<file path="config.mk">
export PLATFORM = sky130hd
export DESIGN_NAME = microSequencer
export DESIGN_NICKNAME = d
export VERILOG_FILES = /design/src/logic/ks10SeqPkg.sv /design/src/logic/cromRegister.sv /design/src/logic/microSequencer.sv /design/src/logic/nextAddress.sv /design/src/logic/niDispatch.sv
export VERILOG_INCLUDE_DIRS = /design/src /design/src/logic
export SDC_FILE = /design/constraint.sdc
export NUM_CORES = 1
export LEC_CHECK = 0
export BUFFER_PORTS_ARGS = -buffer_cell sky130_fd_sc_hd__buf_4
export CORE_MARGIN = 2
export CORE_UTILIZATION = 44
export DETAILED_ROUTE_END_ITERATION = 16
export MAX_ROUTING_LAYER = met4
export PLACE_DENSITY_LB_ADDON = 0.2
export RECOVER_POWER = 50
export SLEW_MARGIN = 20
export SYNTH_ARGS = -nofsm -noshare
export SYNTH_HDL_FRONTEND = slang
export SYNTH_SLANG_ARGS = --single-unit
</file>
<file path="constraint.sdc">
create_clock -name clk -period 1.2 [get_ports clk]
set_input_delay 0.3 -clock clk [delete_from_list [all_inputs] [get_ports clk]]
set_output_delay 0.3 -clock clk [all_outputs]
set_load 0.05 [all_outputs]
</file>
<file path="src/logic/ks10Seq_defs.svh">
//////////////////////////////
// Widths and microcode field values for the sequencer slice
// Field values follow the KS-10 CRAM special-function encoding
//////////////////////////////
`ifndef KS10SEQ_DEFS_SVH
`define KS10SEQ_DEFS_SVH

// Raw control-store word and address widths
`define CROM_WIDTH 17
`define CRA_WIDTH 12

// Dispatch code and special-select widths
`define DISP_WIDTH 4
`define SPEC_SEL_WIDTH 3

// Special function that loads the trap cycle
`define SPEC_LOADNICOND 3'd5

// NICOND low three bits
`define TRAP_CODE_BOTH 3'd1
`define TRAP_CODE_TRAP2 3'd2
`define TRAP_CODE_TRAP1 3'd3
`define TRAP_CODE_HALT 3'd5
`define TRAP_CODE_NONE 3'd7

`endif

</file>
<file path="src/logic/ks10SeqPkg.sv">
//////////////////////////////
// Microword and flag types for the sequencer slice
// Word layout is MSB first, jump field on top
//////////////////////////////
`default_nettype none

`include "ks10Seq_defs.svh"

package ks10SeqPkg;

   //////////////////////////////
   // Decoded microword
   //////////////////////////////

   // 12 + 1 + 1 + 3 = CROM_WIDTH bits
   typedef struct packed {
      logic [`CRA_WIDTH-1:0]      j;
      logic                       dispNi;
      logic                       specEn;
      logic [`SPEC_SEL_WIDTH-1:0] specSel;
   } cromWord_t;

   //////////////////////////////
   // Dispatch inputs
   //////////////////////////////

   // Plain levels, no handshake
   typedef struct packed {
      logic trap1;
      logic trap2;
      logic aprTrapEn;
      logic cslTrapEn;
      logic cpuRun;
      logic memoryCycle;
   } niFlags_t;

   // Names for the NICOND low bits
   typedef enum logic [2:0] {
      niBoth  = `TRAP_CODE_BOTH,
      niTrap2 = `TRAP_CODE_TRAP2,
      niTrap1 = `TRAP_CODE_TRAP1,
      niHalt  = `TRAP_CODE_HALT,
      niNone  = `TRAP_CODE_NONE
   } niLow_t;

endpackage

`default_nettype wire

</file>
<file path="src/logic/cromRegister.sv">
//////////////////////////////
// Microword register, one load per clock enable
// Clears to all zeros, so the first address is 0
//////////////////////////////
`timescale 1ns/1ps
`default_nettype none

`include "ks10Seq_defs.svh"

module cromRegister
(
   input  logic                    clk,
   input  logic                    rst,
   input  logic                    clkEn,
   input  logic [`CROM_WIDTH-1:0]  crom,
   output ks10SeqPkg::cromWord_t   word
);

   //////////////////////////////
   // Register
   //////////////////////////////

   // Raw word as it came from the store
   logic [`CROM_WIDTH-1:0] cromReg;

   always_ff @(posedge clk or posedge rst)
   begin
      if (rst)
      begin
         cromReg <= '0;
      end
      else if (clkEn)
      begin
         // One microinstruction per enabled cycle
         cromReg <= crom;
      end
   end

   //////////////////////////////
   // Decode
   //////////////////////////////

   // Fields line up with the struct, MSB first
   assign word = ks10SeqPkg::cromWord_t'(cromReg);

   //////////////////////////////
   // Checks
   //////////////////////////////

   // Store must answer with clean data
   // Catches an address that runs off the model
   wordKnown : assert property (
      @(posedge clk) disable iff (rst)
      !$isunknown(word)
   )
   else $error("cromRegister: word has unknown bits");

   // No enable, no new microinstruction
   wordHolds : assert property (
      @(posedge clk) disable iff (rst)
      !clkEn |=> $stable(word)
   )
   else $error("cromRegister: word changed without clkEn");

endmodule

`default_nettype wire

</file>
<file path="src/logic/microSequencer.sv">
//////////////////////////////
// Sequencer top, instances and wires only
// Control store sits outside, answers cromAddr at once
//////////////////////////////
`timescale 1ns/1ps
`default_nettype none

`include "ks10Seq_defs.svh"

module microSequencer
(
   input  logic                    clk,
   input  logic                    rst,
   input  logic                    clkEn,
   input  logic [`CROM_WIDTH-1:0]  crom,
   input  ks10SeqPkg::niFlags_t    flags,
   output logic [`CRA_WIDTH-1:0]   cromAddr,
   output logic [`DISP_WIDTH-1:0]  dispNi,
   output logic                    trapCycle
);

   // Current microinstruction
   ks10SeqPkg::cromWord_t word;

   //////////////////////////////
   // Microword register
   //////////////////////////////

   cromRegister i_cromRegister
   (
      .clk   (clk),
      .rst   (rst),
      .clkEn (clkEn),
      .crom  (crom),
      .word  (word)
   );

   //////////////////////////////
   // Dispatch and trap
   //////////////////////////////

   niDispatch i_niDispatch
   (
      .clk       (clk),
      .rst       (rst),
      .clkEn     (clkEn),
      .word      (word),
      .flags     (flags),
      .dispNi    (dispNi),
      .trapCycle (trapCycle)
   );

   // Back out to the store
   nextAddress i_nextAddress
   (
      .word     (word),
      .dispNi   (dispNi),
      .cromAddr (cromAddr)
   );

endmodule

`default_nettype wire

</file>
<file path="src/logic/nextAddress.sv">
//////////////////////////////
// Next control-store address
// Only the low four bits take the dispatch
//////////////////////////////
`timescale 1ns/1ps
`default_nettype none

`include "ks10Seq_defs.svh"

module nextAddress
(
   input  ks10SeqPkg::cromWord_t   word,
   input  logic [`DISP_WIDTH-1:0]  dispNi,
   output logic [`CRA_WIDTH-1:0]   cromAddr
);

   //////////////////////////////
   // Address mux
   //////////////////////////////

   // Dispatch bits after the select
   logic [`DISP_WIDTH-1:0] dispBits;

   always_comb
   begin
      // Nothing ORed in unless the word asks
      dispBits = word.dispNi ? dispNi : '0;

      // Jump field, low nibble widened by the dispatch
      cromAddr = {word.j[`CRA_WIDTH-1:`DISP_WIDTH],
                  word.j[`DISP_WIDTH-1:0] | dispBits};

      // Upper page never moves
      assert (cromAddr[`CRA_WIDTH-1:`DISP_WIDTH] == word.j[`CRA_WIDTH-1:`DISP_WIDTH])
      else $error("nextAddress: high address bits differ from jump field");
   end

endmodule

`default_nettype wire

</file>
<file path="src/logic/niDispatch.sv">
//////////////////////////////
// NICOND 16-way dispatch and trap-cycle flag
// Dispatch is combinational from the flags only
//////////////////////////////
`timescale 1ns/1ps
`default_nettype none

`include "ks10Seq_defs.svh"

module niDispatch
(
   input  logic                    clk,
   input  logic                    rst,
   input  logic                    clkEn,
   input  ks10SeqPkg::cromWord_t   word,
   input  ks10SeqPkg::niFlags_t    flags,
   output logic [`DISP_WIDTH-1:0]  dispNi,
   output logic                    trapCycle
);

   //////////////////////////////
   // Microcode decode
   //////////////////////////////

   // Special function asks for the NICOND load
   logic specLoadNiCond;
   assign specLoadNiCond = word.specEn && (word.specSel == `SPEC_LOADNICOND);

   // Traps count only with both enables
   logic trapEn;
   assign trapEn = flags.cslTrapEn & flags.aprTrapEn;

   // Trap waiting to be taken
   logic trapPending;
   assign trapPending = trapEn & (flags.trap1 | flags.trap2);

   //////////////////////////////
   // NICOND dispatch
   //////////////////////////////

   ks10SeqPkg::niLow_t lowCode;

   always_comb
   begin
      // First match wins
      if (trapEn && flags.trap1 && flags.trap2)
         lowCode = ks10SeqPkg::niBoth;
      else if (trapEn && flags.trap2)
         lowCode = ks10SeqPkg::niTrap2;
      else if (trapEn && flags.trap1)
         lowCode = ks10SeqPkg::niTrap1;
      else if (trapEn && !flags.cpuRun)
         lowCode = ks10SeqPkg::niHalt;
      else
         lowCode = ks10SeqPkg::niNone;
   end

   // Bit 3 flags a memory cycle in flight
   assign dispNi = {flags.memoryCycle, lowCode};

   //////////////////////////////
   // Trap cycle
   //////////////////////////////

   always_ff @(posedge clk or posedge rst)
   begin
      if (rst)
      begin
         trapCycle <= 1'b0;
      end
      else if (clkEn && specLoadNiCond)
      begin
         // Loads both ways, holds otherwise
         trapCycle <= trapPending;
      end
   end

   // Rise only from an enabled load with a trap waiting
   trapRise : assert property (
      @(posedge clk) disable iff (rst)
      $rose(trapCycle) |-> $past(clkEn && specLoadNiCond && trapPending)
   )
   else $error("niDispatch: trapCycle rose without a pending trap load");

endmodule

`default_nettype wire

</file>
==> impl_metrics.py <==
metrics = {
    "run_status": {
        "run_status": "finished with violations",
        "violations": "setup timing",
    },
    "global_routing": {
        "grt_pass1_vias": 617,
        "antenna_found_initial": 0,
        "grt_util_all_layers_pct": 16.0,
        "grt_pass1_wl_um": 2880,
        "overflow": 0,
        "grt_max_degree": 19,
    },
    "floorplan": {
        "start_util_pct": 45.9,
        "num_rows": 16,
        "die_area_mm2": 0.00240,
        "ios": 43,
        "die_h_um": 49.0,
        "die_w_um": 49.0,
        "core_mm2": 0.00194,
    },
    "setup_path": {
        "cp_top_family": "compound AO/OA/AOI/OAI gates",
        "path_max_fanout": 4,
        "critical_path.max_stage_delay_ps": 220,
        "crit_chain": "buf_8, nor3_4, o211ai_4, a21o_4, buf_8",
        "critPathBufInv": 2,
        "slowest_stage": "a21o_4",
        "crit_path_start_kind": "primary input",
        "crit_arrival_ps": 1090,
        "crit_required_ps": 900,
        "crit_top_cell": "buf_8",
        "endpoint_kind": "output pin",
        "worst-setup-path-type": "primary input to output pin",
    },
    "yosys": {
        "synthDistinctLibCells": 16,
        "yosysSeqAreaShare_pct": 50.5,
        "synthTopCellsByArea": "dfrtp_1, mux2_4, mux2_2",
        "syn_inst": 60,
        "synth_common_cells": "dfrtp_1, buf_4, mux2_4, mux2_2, a21o_1",
        "yosysMostFrequentCell": "dfrtp_1",
        "synth-seq-cells": 18,
        "ys.flop_type": "dfrtp_1",
        "synth-edff-count": 0,
        "ys_warn_count": 0,
        "yosysTopAreaCellShare_pct": 50.5,
        "synth_area_um2": 892,
        "syn-mean-instance-area_um2": 14.9,
        "syn_nets": 86,
        "synthArstFlopShare_pct": 100,
        "synth_area_leader_cell": "dfrtp_1",
    },
    "placed_design": {
        "gp_congestion": 0.587,
        "portBuffers": 42,
        "place_ws_ps": -246,
        "dpl.hpwl_um": 1270,
        "placed_cell_area_mm2": 0.00118,
    },
    "power_and_ir_drop": {
        "p_comb_share_pct": 36.6,
        "p_switching_w": 0.000521,
        "finalPower_w": 0.00158,
        "p_seq_share_pct": 45.4,
        "max-vdd-ir-drop_mv": 0.731,
        "internal_power_w": 0.00106,
        "pwr-share-clk_pct": 18.0,
        "powerDensity_mw_per_mm2": 1220,
        "p_leak_nw": 0.619,
        "swShare_pct": 33.0,
    },
    "layout": {
        "diodes": 0,
        "drive_above_1_share_pct": 75.0,
        "final_area_mm2": 0.00130,
        "num-nets-final": 128,
        "areaGrowthSynthToFinish_pct": 45.4,
    },
    "timing": {
        "final.setup.worst_slack_ps": -192,
        "setup_viol": 6,
        "finalSetupTns_ps": -812,
        "final_max_slew_viol_count": 0,
        "max_freq_mhz": 718,
        "period_needed_ps": 1390,
        "worst_pin_slew_ps": 961,
        "rsz0062_at_grt": "true",
        "skew_ps": 1.80,
        "slew_headroom_pct": 35.9,
        "period_share_pct": 116,
        "finalHoldViolations": 0,
    },
    "routing": {
        "drt_first_pass_iters": 1,
        "drc": 0,
        "ant_nets": 0,
        "routed_via_density": 4.81,
        "vias": 611,
        "first_iter_violations": 0,
        "drt_wl_total_um": 1760,
        "wl_per_cell_um": 13.9,
    },
    "clocking": {
        "clkTransAtPathRegs_ps": 90,
        "htreeDepth": 1,
        "clock-sinks": 18,
        "holdBufCountCts": 0,
        "clock_path_buffers": 2,
        "clk_latency_ps": 280,
        "cts-root-buf": "clkbuf_4",
        "cts_tree": "yes",
        "numCtsBuffers": 3,
    },
    "flow_run": {
        "cap_violations": 0,
    },
    "hold_path": {
        "hold_class": "primary input to flip-flop",
    },
}
-- cell type report --
class / instances / area, um2
tap: 27 / 33.8
multi-input combinational: 29 / 357
timing repair buffer: 48 / 420
clock buffer: 3 / 22.5
fill: 168 / 644
sequential: 18 / 452
inverter: 2 / 12.5
-- power groups by stage --
stage | Sequential, W | Combinational [W] | Clock [W]
CTS | 0.000715 | 0.000560 | 0.000305
finish | 0.000716 | 0.000578 | 0.000285
global route | 0.000724 | 0.000607 | 0.000323
global placement | 0.000723 | 0.000518 | 0
floorplan | 0.000739 | 0.000379 | 0
detailed placement | 0.000726 | 0.000528 | 0
-- registers in the layout, summed over array words and instances, names as in the netlist --
register                flops
i_cromRegister.word        17
i_niDispatch.trapCycle      1
-- kinds of logic (layout without fill, tap and decap cells) --
logic type / after synthesis / in the layout / share of synthesized area [%]
and+or+nand+nor: 4 / 4 / 3.79
AOI/OAI and AO/OA: 8 / 8 / 7.99
muxes: 17 / 17 / 25.2
buffers and inverters: 13 / 53 / 12.5
DFF: 18 / 18 / 50.5
-- worst paths after layout --
| kind | from | to | slack [ps] | cells past startpoint |
|---|---|---|---|---|
| max in group asynchronous | rst | i_cromRegister.word[4]$_DFFE_PP0P_ | 260 | 3 |
| min in group asynchronous | rst | i_cromRegister.word[12]$_DFFE_PP0P_ | 300 | 3 |
| hold / removal | crom[13] | i_cromRegister.word[13]$_DFFE_PP0P_ | 230 | 2 |
| hold reg to reg | i_cromRegister.word[13]$_DFFE_PP0P_ | i_cromRegister.word[13]$_DFFE_PP0P_ | 500 | 1 |
| setup reg to reg | i_cromRegister.word[1]$_DFFE_PP0P_ | i_niDispatch.trapCycle$_DFFE_PP0P_ | 260 | 3 |
| setup / recovery | flags[4] | cromAddr[1] | -190 | 5 |
-- per-stage QoR --
stage | hold slack [ps] | cells | util [%]
detailed placement | 337 | 120 | 61.0
global route | 223 | 127 | 66.8
floorplan | 239 | 60 | -
CTS | 16.8 | 123 | 64.7
finish | 232 | 127 | 66.8
global placement | 336 | 120 | 61.0
-- placed cells by master (no fill, tap or decap), drive strengths merged --
cell type,count
o21ai,1
dfrtp,18
a21o,4
nor3,1
and2,1
o211ai,2
o31ai,1
mux2,17
nand4b,2
inv,2
buf,46
clkbuf,5
-- timing repair --
action / CTS / global route
setup buffers: 0 / 4
setup endpoints to repair: 6 / 13
pin swaps: 3 / 3
gates resized for setup: 13 / 6
-- per-layer routing --
metal  global-route usage (%)  wire [um]  vias to the layer above
li1                         -          -                      284
met1                     19.3        678                      301
met2                     28.1        962                       24
met3                     2.45        117                        2
met4                     4.29          6                        0
met5                        -          0                        -
Note: power is estimated with default switching activity, not from simulation.
